**src/logic/mips_consts.svh**
```systemverilog
`ifndef MIPS_CONSTS_SVH
`define MIPS_CONSTS_SVH

// Datapath widths
`define MIPS_XLEN           32
`define MIPS_REG_AW         5
`define MIPS_DMEM_WORDS     64
`define MIPS_RESET_PC       32'h0000_0000

// Primary opcodes, instr[31:26]
`define MIPS_OP_RTYPE       6'd0
`define MIPS_OP_ADDI        6'd8
`define MIPS_OP_LW          6'd35
`define MIPS_OP_SW          6'd43
`define MIPS_OP_BEQ         6'd4

// R-type funct field, instr[5:0]
`define MIPS_FN_ADD         6'd32
`define MIPS_FN_SUB         6'd34
`define MIPS_FN_AND         6'd36
`define MIPS_FN_OR          6'd37
`define MIPS_FN_SLT         6'd42

// ALU operation encodings
`define MIPS_ALU_OP_W       3
`define MIPS_ALU_ADD        3'd0
`define MIPS_ALU_SUB        3'd1
`define MIPS_ALU_AND        3'd2
`define MIPS_ALU_OR         3'd3
`define MIPS_ALU_SLT        3'd4

// ALU class from the control unit
`define MIPS_ALU_CLS_W      2
`define MIPS_CLS_ADD        2'd0
`define MIPS_CLS_SUB        2'd1
`define MIPS_CLS_FUNCT      2'd2

// Operand source selects
`define MIPS_FWD_W          2
`define MIPS_FWD_REG        2'd0
`define MIPS_FWD_EXMEM      2'd1
`define MIPS_FWD_MEMWB      2'd2

`endif

```
**src/logic/mips_pkg.sv**
```systemverilog
`default_nettype none
`include "mips_consts.svh"

package mips_pkg;

    typedef logic [`MIPS_XLEN-1:0]      word_t;
    typedef logic [`MIPS_XLEN-1:0]      instr_t;
    typedef logic [`MIPS_REG_AW-1:0]    reg_addr_t;
    typedef logic [`MIPS_ALU_OP_W-1:0]  alu_op_t;
    typedef logic [`MIPS_ALU_CLS_W-1:0] alu_class_t;
    typedef logic [`MIPS_FWD_W-1:0]     fwd_sel_t;

    // Decoded control, carried down the pipe
    typedef struct packed {
        logic       reg_write;
        logic       mem_to_reg;
        logic       mem_read;
        logic       mem_write;
        logic       branch;
        logic       alu_src;
        logic       reg_dst;
        alu_class_t alu_class;
    } ctrl_t;

    ////////////////////////////////////////
    // Stage registers
    ////////////////////////////////////////
    typedef struct packed {
        word_t  pc4;
        instr_t instr;
    } if_id_t;

    typedef struct packed {
        ctrl_t      ctrl;
        word_t      pc4;
        word_t      rs_data;
        word_t      rt_data;
        word_t      imm;
        reg_addr_t  rs;
        reg_addr_t  rt;
        reg_addr_t  rd;
        logic [5:0] funct;
    } id_ex_t;

    typedef struct packed {
        ctrl_t     ctrl;
        word_t     branch_target;
        logic      zero;
        word_t     result;
        word_t     store_data;
        reg_addr_t dest;
    } ex_mem_t;

    // Only the writeback controls survive into the last stage
    typedef struct packed {
        logic      reg_write;
        logic      mem_to_reg;
        word_t     result;
        word_t     load_data;
        reg_addr_t dest;
    } mem_wb_t;

endpackage

`default_nettype wire

```
**src/logic/mips_decode.sv**
```systemverilog
`default_nettype none
`include "mips_consts.svh"

module mips_decode import mips_pkg::*; (
    input  wire instr_t i_instr,
    output ctrl_t       o_ctrl,
    output word_t       o_imm
);

    logic [5:0] opcode;
    reg_addr_t  rt;
    reg_addr_t  rd;
    reg_addr_t  dest;
    ctrl_t      ctrl_raw;

    assign opcode = i_instr[31:26];
    assign rt     = i_instr[20:16];
    assign rd     = i_instr[15:11];

    ////////////////////////////////////////
    // Control unit
    ////////////////////////////////////////
    always_comb begin
        ctrl_raw = '0;
        case (opcode)
            `MIPS_OP_RTYPE: begin
                ctrl_raw.reg_write = 1'b1;
                ctrl_raw.reg_dst   = 1'b1;
                ctrl_raw.alu_class = `MIPS_CLS_FUNCT;
            end
            `MIPS_OP_ADDI: begin
                ctrl_raw.reg_write = 1'b1;
                ctrl_raw.alu_src   = 1'b1;
                ctrl_raw.alu_class = `MIPS_CLS_ADD;
            end
            `MIPS_OP_LW: begin
                ctrl_raw.reg_write  = 1'b1;
                ctrl_raw.mem_to_reg = 1'b1;
                ctrl_raw.mem_read   = 1'b1;
                ctrl_raw.alu_src    = 1'b1;
                ctrl_raw.alu_class  = `MIPS_CLS_ADD;
            end
            `MIPS_OP_SW: begin
                ctrl_raw.mem_write = 1'b1;
                ctrl_raw.alu_src   = 1'b1;
                ctrl_raw.alu_class = `MIPS_CLS_ADD;
            end
            `MIPS_OP_BEQ: begin
                ctrl_raw.branch    = 1'b1;
                ctrl_raw.alu_class = `MIPS_CLS_SUB;
            end
            // Anything else retires as a bubble
            default: ctrl_raw = '0;
        endcase
    end

    // $zero is never written, so the strobe stays quiet for it
    assign dest = ctrl_raw.reg_dst ? rd : rt;

    always_comb begin
        o_ctrl = ctrl_raw;
        if (dest == '0) begin
            o_ctrl.reg_write = 1'b0;
        end
    end

    assign o_imm = {{(`MIPS_XLEN-16){i_instr[15]}}, i_instr[15:0]};

endmodule

`default_nettype wire

```
**src/logic/mips_regfile.sv**
```systemverilog
`default_nettype none
`include "mips_consts.svh"

module mips_regfile import mips_pkg::*; (
    input  wire            i_clk,
    input  wire            i_rst_n,
    input  wire            i_we,
    input  wire reg_addr_t i_wr_addr,
    input  wire word_t     i_wr_data,
    input  wire reg_addr_t i_rs_addr,
    input  wire reg_addr_t i_rt_addr,
    output word_t          o_rs_data,
    output word_t          o_rt_data
);

    localparam int NREGS = 1 << `MIPS_REG_AW;

    word_t regs [NREGS];

    always_ff @(posedge i_clk) begin
        if (!i_rst_n) begin
            for (int i = 0; i < NREGS; i++) begin
                regs[i] <= '0;
            end
        end else if (i_we && (i_wr_addr != '0)) begin
            regs[i_wr_addr] <= i_wr_data;
        end
    end

    // Write-through, so decode sees the value retiring this cycle
    function automatic word_t read_port(input reg_addr_t addr);
        if (addr == '0) begin
            return '0;
        end
        if (i_we && (addr == i_wr_addr)) begin
            return i_wr_data;
        end
        return regs[addr];
    endfunction

    always_comb begin
        o_rs_data = read_port(i_rs_addr);
        o_rt_data = read_port(i_rt_addr);
    end

endmodule

`default_nettype wire

```
**src/logic/mips_hazard.sv**
```systemverilog
`default_nettype none
`include "mips_consts.svh"

module mips_hazard import mips_pkg::*; (
    input  wire reg_addr_t i_id_rs,
    input  wire reg_addr_t i_id_rt,
    input  wire id_ex_t    i_id_ex,
    input  wire ex_mem_t   i_ex_mem,
    input  wire mem_wb_t   i_mem_wb,
    output logic           o_stall,
    output logic           o_flush,
    output fwd_sel_t       o_fwd_a,
    output fwd_sel_t       o_fwd_b
);

    ////////////////////////////////////////
    // Load-use and branch
    ////////////////////////////////////////

    // Load destination is always rt
    assign o_stall = i_id_ex.ctrl.mem_read && i_id_ex.ctrl.reg_write &&
                     ((i_id_ex.rt == i_id_rs) || (i_id_ex.rt == i_id_rt));

    // beq resolves one stage late, in MEM
    assign o_flush = i_ex_mem.ctrl.branch && i_ex_mem.zero;

    ////////////////////////////////////////
    // Forwarding
    ////////////////////////////////////////
    function automatic fwd_sel_t fwd_for(
        input reg_addr_t src,
        input logic      exm_we,
        input reg_addr_t exm_dest,
        input logic      wb_we,
        input reg_addr_t wb_dest
    );
        // Youngest producer wins
        if (exm_we && (exm_dest == src)) begin
            return `MIPS_FWD_EXMEM;
        end
        if (wb_we && (wb_dest == src)) begin
            return `MIPS_FWD_MEMWB;
        end
        return `MIPS_FWD_REG;
    endfunction

    assign o_fwd_a = fwd_for(i_id_ex.rs, i_ex_mem.ctrl.reg_write, i_ex_mem.dest,
                             i_mem_wb.reg_write, i_mem_wb.dest);
    assign o_fwd_b = fwd_for(i_id_ex.rt, i_ex_mem.ctrl.reg_write, i_ex_mem.dest,
                             i_mem_wb.reg_write, i_mem_wb.dest);

endmodule

`default_nettype wire

```
**src/logic/mips_execute.sv**
```systemverilog
`default_nettype none
`include "mips_consts.svh"

module mips_execute import mips_pkg::*; (
    input  wire id_ex_t   i_id_ex,
    input  wire fwd_sel_t i_fwd_a,
    input  wire fwd_sel_t i_fwd_b,
    input  wire word_t    i_ex_mem_result,
    input  wire word_t    i_wb_data,
    output word_t         o_result,
    output word_t         o_store_data,
    output word_t         o_branch_target,
    output logic          o_zero,
    output reg_addr_t     o_dest
);

    alu_op_t alu_op;
    word_t   op_a;
    word_t   op_b_reg;
    word_t   op_b;
    logic    a_lt_b;

    ////////////////////////////////////////
    // ALU control
    ////////////////////////////////////////
    always_comb begin
        case (i_id_ex.ctrl.alu_class)
            `MIPS_CLS_SUB: alu_op = `MIPS_ALU_SUB;
            `MIPS_CLS_FUNCT: begin
                case (i_id_ex.funct)
                    `MIPS_FN_SUB: alu_op = `MIPS_ALU_SUB;
                    `MIPS_FN_AND: alu_op = `MIPS_ALU_AND;
                    `MIPS_FN_OR:  alu_op = `MIPS_ALU_OR;
                    `MIPS_FN_SLT: alu_op = `MIPS_ALU_SLT;
                    default:      alu_op = `MIPS_ALU_ADD;
                endcase
            end
            default: alu_op = `MIPS_ALU_ADD;
        endcase
    end

    // Forwarding muxes
    function automatic word_t pick(input fwd_sel_t sel, input word_t reg_val,
                                   input word_t exm_val, input word_t wb_val);
        case (sel)
            `MIPS_FWD_EXMEM: return exm_val;
            `MIPS_FWD_MEMWB: return wb_val;
            default:         return reg_val;
        endcase
    endfunction

    assign op_a     = pick(i_fwd_a, i_id_ex.rs_data, i_ex_mem_result, i_wb_data);
    assign op_b_reg = pick(i_fwd_b, i_id_ex.rt_data, i_ex_mem_result, i_wb_data);
    assign op_b     = i_id_ex.ctrl.alu_src ? i_id_ex.imm : op_b_reg;

    ////////////////////////////////////////
    // ALU
    ////////////////////////////////////////
    assign a_lt_b = $signed(op_a) < $signed(op_b);

    always_comb begin
        case (alu_op)
            `MIPS_ALU_SUB: o_result = op_a - op_b;
            `MIPS_ALU_AND: o_result = op_a & op_b;
            `MIPS_ALU_OR:  o_result = op_a | op_b;
            `MIPS_ALU_SLT: o_result = {{(`MIPS_XLEN-1){1'b0}}, a_lt_b};
            default:       o_result = op_a + op_b;
        endcase
    end

    assign o_zero       = (o_result == '0);
    // sw stores the forwarded rt, not the immediate
    assign o_store_data = op_b_reg;

    assign o_branch_target = i_id_ex.pc4 + {i_id_ex.imm[`MIPS_XLEN-3:0], 2'b00};
    assign o_dest          = i_id_ex.ctrl.reg_dst ? i_id_ex.rd : i_id_ex.rt;

endmodule

`default_nettype wire

```
**src/logic/mips_dmem.sv**
```systemverilog
`default_nettype none
`include "mips_consts.svh"

module mips_dmem import mips_pkg::*; (
    input  wire        i_clk,
    input  wire        i_we,
    input  wire word_t i_addr,
    input  wire word_t i_wdata,
    output word_t      o_rdata
);

    localparam int AW = $clog2(`MIPS_DMEM_WORDS);

    word_t          mem [`MIPS_DMEM_WORDS];
    logic [AW-1:0]  idx;

    // Word index, byte offset dropped
    assign idx = i_addr[AW+1:2];

    always_ff @(posedge i_clk) begin
        if (i_we) begin
            mem[idx] <= i_wdata;
        end
    end

    assign o_rdata = mem[idx];

endmodule

`default_nettype wire

```
**src/logic/mips_core.sv**
```systemverilog
`default_nettype none
`include "mips_consts.svh"

module mips_core import mips_pkg::*; (
    input  wire         basys_clk,
    input  wire         i_rst_n,
    output word_t       o_imem_addr,
    input  wire instr_t i_imem_instr,
    output logic        o_wb_we,
    output reg_addr_t   o_wb_rd,
    output word_t       o_wb_data
);

    word_t     pc;
    word_t     pc4;
    if_id_t    if_id;
    id_ex_t    id_ex;
    id_ex_t    id_ex_d;
    ex_mem_t   ex_mem;
    ex_mem_t   ex_mem_d;
    mem_wb_t   mem_wb;
    mem_wb_t   mem_wb_d;

    ctrl_t     id_ctrl;
    word_t     id_imm;
    reg_addr_t id_rs;
    reg_addr_t id_rt;
    word_t     id_rs_data;
    word_t     id_rt_data;

    logic      stall;
    logic      flush;
    fwd_sel_t  fwd_a;
    fwd_sel_t  fwd_b;

    word_t     ex_result;
    word_t     ex_store_data;
    word_t     ex_branch_target;
    logic      ex_zero;
    reg_addr_t ex_dest;

    word_t     dmem_rdata;
    word_t     wb_data;

    ////////////////////////////////////////
    // Fetch
    ////////////////////////////////////////
    assign pc4         = pc + 32'd4;
    assign o_imem_addr = pc;

    // A taken branch overrides a pending stall
    always_ff @(posedge basys_clk) begin
        if (!i_rst_n) begin
            pc <= `MIPS_RESET_PC;
        end else if (flush) begin
            pc <= ex_mem.branch_target;
        end else if (!stall) begin
            pc <= pc4;
        end
    end

    always_ff @(posedge basys_clk) begin
        if (!i_rst_n || flush) begin
            if_id <= '0;
        end else if (!stall) begin
            if_id.pc4   <= pc4;
            if_id.instr <= i_imem_instr;
        end
    end

    ////////////////////////////////////////
    // Decode
    ////////////////////////////////////////
    assign id_rs = if_id.instr[25:21];
    assign id_rt = if_id.instr[20:16];

    mips_decode u_decode (
        .i_instr    (if_id.instr),
        .o_ctrl     (id_ctrl),
        .o_imm      (id_imm)
    );

    mips_regfile u_regfile (
        .i_clk      (basys_clk),
        .i_rst_n    (i_rst_n),
        .i_we       (mem_wb.reg_write),
        .i_wr_addr  (mem_wb.dest),
        .i_wr_data  (wb_data),
        .i_rs_addr  (id_rs),
        .i_rt_addr  (id_rt),
        .o_rs_data  (id_rs_data),
        .o_rt_data  (id_rt_data)
    );

    mips_hazard u_hazard (
        .i_id_rs    (id_rs),
        .i_id_rt    (id_rt),
        .i_id_ex    (id_ex),
        .i_ex_mem   (ex_mem),
        .i_mem_wb   (mem_wb),
        .o_stall    (stall),
        .o_flush    (flush),
        .o_fwd_a    (fwd_a),
        .o_fwd_b    (fwd_b)
    );

    always_comb begin
        id_ex_d.ctrl    = id_ctrl;
        id_ex_d.pc4     = if_id.pc4;
        id_ex_d.rs_data = id_rs_data;
        id_ex_d.rt_data = id_rt_data;
        id_ex_d.imm     = id_imm;
        id_ex_d.rs      = id_rs;
        id_ex_d.rt      = id_rt;
        id_ex_d.rd      = if_id.instr[15:11];
        id_ex_d.funct   = if_id.instr[5:0];
    end

    // Bubble on load-use or flush
    always_ff @(posedge basys_clk) begin
        if (!i_rst_n || flush || stall) begin
            id_ex <= '0;
        end else begin
            id_ex <= id_ex_d;
        end
    end

    ////////////////////////////////////////
    // Execute
    ////////////////////////////////////////
    mips_execute u_execute (
        .i_id_ex            (id_ex),
        .i_fwd_a            (fwd_a),
        .i_fwd_b            (fwd_b),
        .i_ex_mem_result    (ex_mem.result),
        .i_wb_data          (wb_data),
        .o_result           (ex_result),
        .o_store_data       (ex_store_data),
        .o_branch_target    (ex_branch_target),
        .o_zero             (ex_zero),
        .o_dest             (ex_dest)
    );

    always_comb begin
        ex_mem_d.ctrl          = id_ex.ctrl;
        ex_mem_d.branch_target = ex_branch_target;
        ex_mem_d.zero          = ex_zero;
        ex_mem_d.result        = ex_result;
        ex_mem_d.store_data    = ex_store_data;
        ex_mem_d.dest          = ex_dest;
    end

    always_ff @(posedge basys_clk) begin
        if (!i_rst_n || flush) begin
            ex_mem <= '0;
        end else begin
            ex_mem <= ex_mem_d;
        end
    end

    ////////////////////////////////////////
    // Memory and writeback
    ////////////////////////////////////////
    mips_dmem u_dmem (
        .i_clk      (basys_clk),
        .i_we       (ex_mem.ctrl.mem_write),
        .i_addr     (ex_mem.result),
        .i_wdata    (ex_mem.store_data),
        .o_rdata    (dmem_rdata)
    );

    always_comb begin
        mem_wb_d.reg_write  = ex_mem.ctrl.reg_write;
        mem_wb_d.mem_to_reg = ex_mem.ctrl.mem_to_reg;
        mem_wb_d.result     = ex_mem.result;
        mem_wb_d.load_data  = dmem_rdata;
        mem_wb_d.dest       = ex_mem.dest;
    end

    always_ff @(posedge basys_clk) begin
        if (!i_rst_n) begin
            mem_wb <= '0;
        end else begin
            mem_wb <= mem_wb_d;
        end
    end

    assign wb_data   = mem_wb.mem_to_reg ? mem_wb.load_data : mem_wb.result;
    assign o_wb_we   = mem_wb.reg_write;
    assign o_wb_rd   = mem_wb.dest;
    assign o_wb_data = wb_data;

endmodule

`default_nettype wire

```
**config.mk**
```make
export PLATFORM = sky130hd
export DESIGN_NAME = mips_core
export DESIGN_NICKNAME = d
export VERILOG_FILES = /design/src/logic/mips_pkg.sv /design/src/logic/mips_decode.sv /design/src/logic/mips_regfile.sv /design/src/logic/mips_hazard.sv /design/src/logic/mips_execute.sv /design/src/logic/mips_dmem.sv /design/src/logic/mips_core.sv
export VERILOG_INCLUDE_DIRS = /design/src /design/src/logic
export SDC_FILE = /design/constraint.sdc
export NUM_CORES = 2
export LEC_CHECK = 0
export BUFFER_PORTS_ARGS = -buffer_cell sky130_fd_sc_hd__buf_2
export CORE_UTILIZATION = 55
export CTS_CLUSTER_DIAMETER = 150
export DETAILED_ROUTE_END_ITERATION = 8
export PLACE_DENSITY = 0.71
export SLEW_MARGIN = 20
export SYNTH_ARGS = -nofsm -noshare
export SYNTH_HDL_FRONTEND = slang
export SYNTH_SLANG_ARGS = --single-unit
export TNS_END_PERCENT = 10
```
**constraint.sdc**
```tcl
create_clock -name basys_clk -period 5.8 [get_ports basys_clk]
set_clock_uncertainty 0.2 [all_clocks]
set_input_delay 0.58 -clock basys_clk [delete_from_list [all_inputs] [get_ports basys_clk]]
set_output_delay 0.58 -clock basys_clk [all_outputs]
set_load 0.03 [all_outputs]
```
==> results.json <==
{
  "run_status": "finished clean",
  "hpwl_um": 283200,
  "synth.cells.most_frequent": "sky130_fd_sc_hd__edfxtp_1, sky130_fd_sc_hd__nor2_1, sky130_fd_sc_hd__clkbuf_1",
  "global_placement_routability_congestion": 0.9532,
  "cp-start-kind": "register",
  "antenna_found_initial": 17,
  "clk_root_buffer_cell": "sky130_fd_sc_hd__clkbuf_16",
  "hold_viol": 0,
  "slew_viol_final": 0,
  "power.density_mw_per_mm2": 342.1,
  "post_route_cells_drive_above_1_share_pct": 20.11,
  "core.rowCount": 189,
  "io_buffer_count": 103,
  "worstPathArrival_ns": 6.19,
  "avgRoutedWirePerCell_um": 34.86,
  "numClockSinks": 3484,
  "synth.top_cells.by_area": "sky130_fd_sc_hd__edfxtp_1, sky130_fd_sc_hd__mux4_2, sky130_fd_sc_hd__dfxtp_1",
  "final.period_utilization_pct": 95.95,
  "area_enclosed_by_the_die_boundary_sq_mm": 0.2683,
  "ir_drop_uv": 385.4,
  "clkLatencyLatePin_ns": 0.97,
  "setup_ws_ns": 0.2347,
  "synth-async-reset-ratio_pct": 0,
  "synth.avg_cell_area_sq_um": 15.20,
  "tritoncts.num_buffers": 350,
  "count_of_cell_types_in_the_netlist": 84,
  "synthToLayoutAreaGrowth_pct": 13.53,
  "drt-pass1-iter-count": 8,
  "postPlaceCellArea_sq_mm": 0.1544,
  "syn_area_sq_mm": 0.1464,
  "grt-ovfl-total": 0,
  "ys_seq_elements": 3484,
  "die_w_um": 518.0,
  "boundaryPins": 104,
  "timing_worst_slew_pin_value_ns": 1.331,
  "synth.largest_area_cell": "sky130_fd_sc_hd__edfxtp_1",
  "synthMostInstantiatedCell": "sky130_fd_sc_hd__edfxtp_1",
  "ctsHtreeMaxLevel": 5,
  "final_setup_violation_count": 0,
  "initial_core_util_pct": 55.29,
  "grt_pass1_vias": 92877,
  "synth_ff_type": "sky130_fd_sc_hd__edfxtp_1",
  "grt_start_max_net_pins": 99,
  "worstSetupPathType": "reg2reg",
  "postSynthCellCount": 9633,
  "maxCapViolCount": 0,
  "maxSlewHeadroom_pct": 10.75,
  "cts_tree": "built",
  "grt_use_total_pct": 34.92,
  "design.core.area_sq_mm": 0.2649,
  "design_area_sq_mm": 0.1662,
  "synth-edff-count": 3072,
  "layout.filler_cells": 18772,
  "worst_setup_timing_slack_at_the_placement_stage_ns": -0.2906,
  "cp_max_fo": 4,
  "timing.hold.worst.class": "reg2reg",
  "synth_top_area_share_pct": 63.00,
  "post-place-cells": 13020,
  "drc": 0,
  "design.final.nets": 10047,
  "layout_min_cycle_time_ns": 5.565,
  "cts.path.max_buffers": 4,
  "drt_iter0_markers": 15124,
  "route.vias.total": 95830,
  "yosysSeqAreaShare_pct": 68.63,
  "timing.hold.ws_ns": 0.2409,
  "drtAntennaViolNets": 0,
  "cts.reportedPaths.clkPinSlew_ns": 0.07,
  "power.static_leakage_nw": 54.14,
  "crit_path_required_time_ns": 6.42,
  "postRouteWirelength_um": 477700,
  "die_height_um": 518.0,
  "via_per_inst": 6.994,
  "layoutNonFillerInstCount": 13702,
  "first_pass_grt_wire_length_um": 671200,
  "fin_total_pwr_mw": 56.87,
  "setup.worst_path.end_class": "register",
  "yosysWarningCount": 0,
  "timing.fmax_ghz": 0.1797
}
## power breakdown
group          total, mW  switching, mW  internal, mW
sequential          28.4          0.636          27.7
clock               22.2           9.73          12.5
combinational       6.28           4.01          2.27
total               56.9           14.4          42.5
## cell families (layout without fill, tap and decap cells)
logic type | Yosys count | after routing | synth area share, %
AO/OA/AOI/OAI | 2065 | 2065 | 10.27
adder cells (fa/ha/maj) | 131 | 131 | 1.135
buffers and inverters | 950 | 1448 | 2.468
other | 1 | 39 | 0.002561
multiplexers | 698 | 698 | 10.24
AND/OR/NAND/NOR | 2179 | 2179 | 6.504
flip-flops | 3484 | 3484 | 68.63
XOR/XNOR | 125 | 125 | 0.7476
## layout by cell type, fill, tap and decap left out, drive strengths merged, types with 71 or more instances in the layout
cell and n:
dfxtp 412, a221oi 267, a211oi 168, o21ai 205
buf 640, nor4 87, ha 128, a22oi 513
a21oi 199, nor2 1277, clkbuf 450, mux4 640
nor2b 83, nand2 362, inv 166, xor2 71
a31oi 270, clkinv 133, and3 90, a22o 261
edfxtp 3072, and2 84
## final timing paths
path                 from            to  slack, ns  depth (start not counted)
min          id_ex_d[128]  id_ex_d[128]       0.24                          2
max reg2reg    o_wb_rd[3]    ex_mem[69]       0.23                         25
max            o_wb_rd[3]    ex_mem[69]       0.23                         25
min reg2reg  id_ex_d[128]  id_ex_d[128]       0.24                          2
## area by class of cell
| class | instances | area (sq um) | area share [%] |
|---|---|---|---|
| flip-flops and latches | 3484 | 100600 | 60.54 |
| multi-input cells | 5230 | 43780 | 26.34 |
| clock buffers | 450 | 9350 | 5.624 |
| repair buffers | 672 | 5724 | 3.443 |
| well taps | 3533 | 4420 | 2.659 |
| clock inverters | 182 | 1763 | 1.060 |
| inverters | 144 | 543.0 | 0.3266 |
| diodes | 7 | 17.52 | 0.01054 |
## metrics by stage
stage | TNS [ns] | utilization, %
after floorplan | 0 | -
after global placement | -0.3661 | 58.30
after detailed placement | -0.2906 | 58.31
after CTS | 0 | 62.65
after global routing | -0.01862 | 62.76
final | 0 | 62.77
## critical path, cell delays in order, from the launching register on
cell and delay [ns]:
sky130_fd_sc_hd__dfxtp_1 0.34, sky130_fd_sc_hd__xor2_1 0.17, sky130_fd_sc_hd__nor4_2 0.33, sky130_fd_sc_hd__and3_4 0.31
sky130_fd_sc_hd__o21ai_0 0.11, sky130_fd_sc_hd__o21ai_2 0.19, sky130_fd_sc_hd__mux2i_2 0.12, sky130_fd_sc_hd__inv_1 0.10
sky130_fd_sc_hd__ha_2 0.18, sky130_fd_sc_hd__inv_1 0.07, sky130_fd_sc_hd__fa_2 0.40, sky130_fd_sc_hd__o21ba_2 0.24
sky130_fd_sc_hd__a2111oi_4 0.44, sky130_fd_sc_hd__buf_4 0.19, sky130_fd_sc_hd__buf_4 0.10, sky130_fd_sc_hd__buf_4 0.11
sky130_fd_sc_hd__o211a_4 0.18, sky130_fd_sc_hd__a21oi_2 0.09, sky130_fd_sc_hd__o311ai_1 0.23, sky130_fd_sc_hd__a22o_1 0.16
sky130_fd_sc_hd__o21ai_1 0.12, sky130_fd_sc_hd__nor4_4 0.37, sky130_fd_sc_hd__buf_4 0.17, sky130_fd_sc_hd__and4_1 0.25
sky130_fd_sc_hd__nand4b_1 0.15, sky130_fd_sc_hd__nor4_2 0.15
## what timing repair did
item | 4_1_cts | 5_1_grt
pin swaps | 10 | 11
gates resized for setup | 15 | 29
setup buffers | 3 | 7
hold buffers | 32 | 0
setup endpoints to repair | 1 | 2
gates cloned | 0 | 0
hold endpoints to repair | 42 | 0
## layer usage
layer	wire length, um	GRT usage (%)	vias up
li1	-	-	38579
met1	168800	46.65	48457
met2	216700	53.30	7544
met3	63560	8.729	1238
met4	28570	18.27	12
met5	74	0	-
## registers in the layout, summed over array words and instances (netlist names), named ones only
register / flops
id_ex_d: 53
id_ex: 122
if_id: 11
ex_mem_d: 7
mem_wb: 65
o_wb_rd: 5
u_dmem.mem: 2048
o_imem_addr: 32
o_wb_we: 1
u_regfile.regs: 1024
ex_mem: 106
Power figures use the tool's default switching activity.
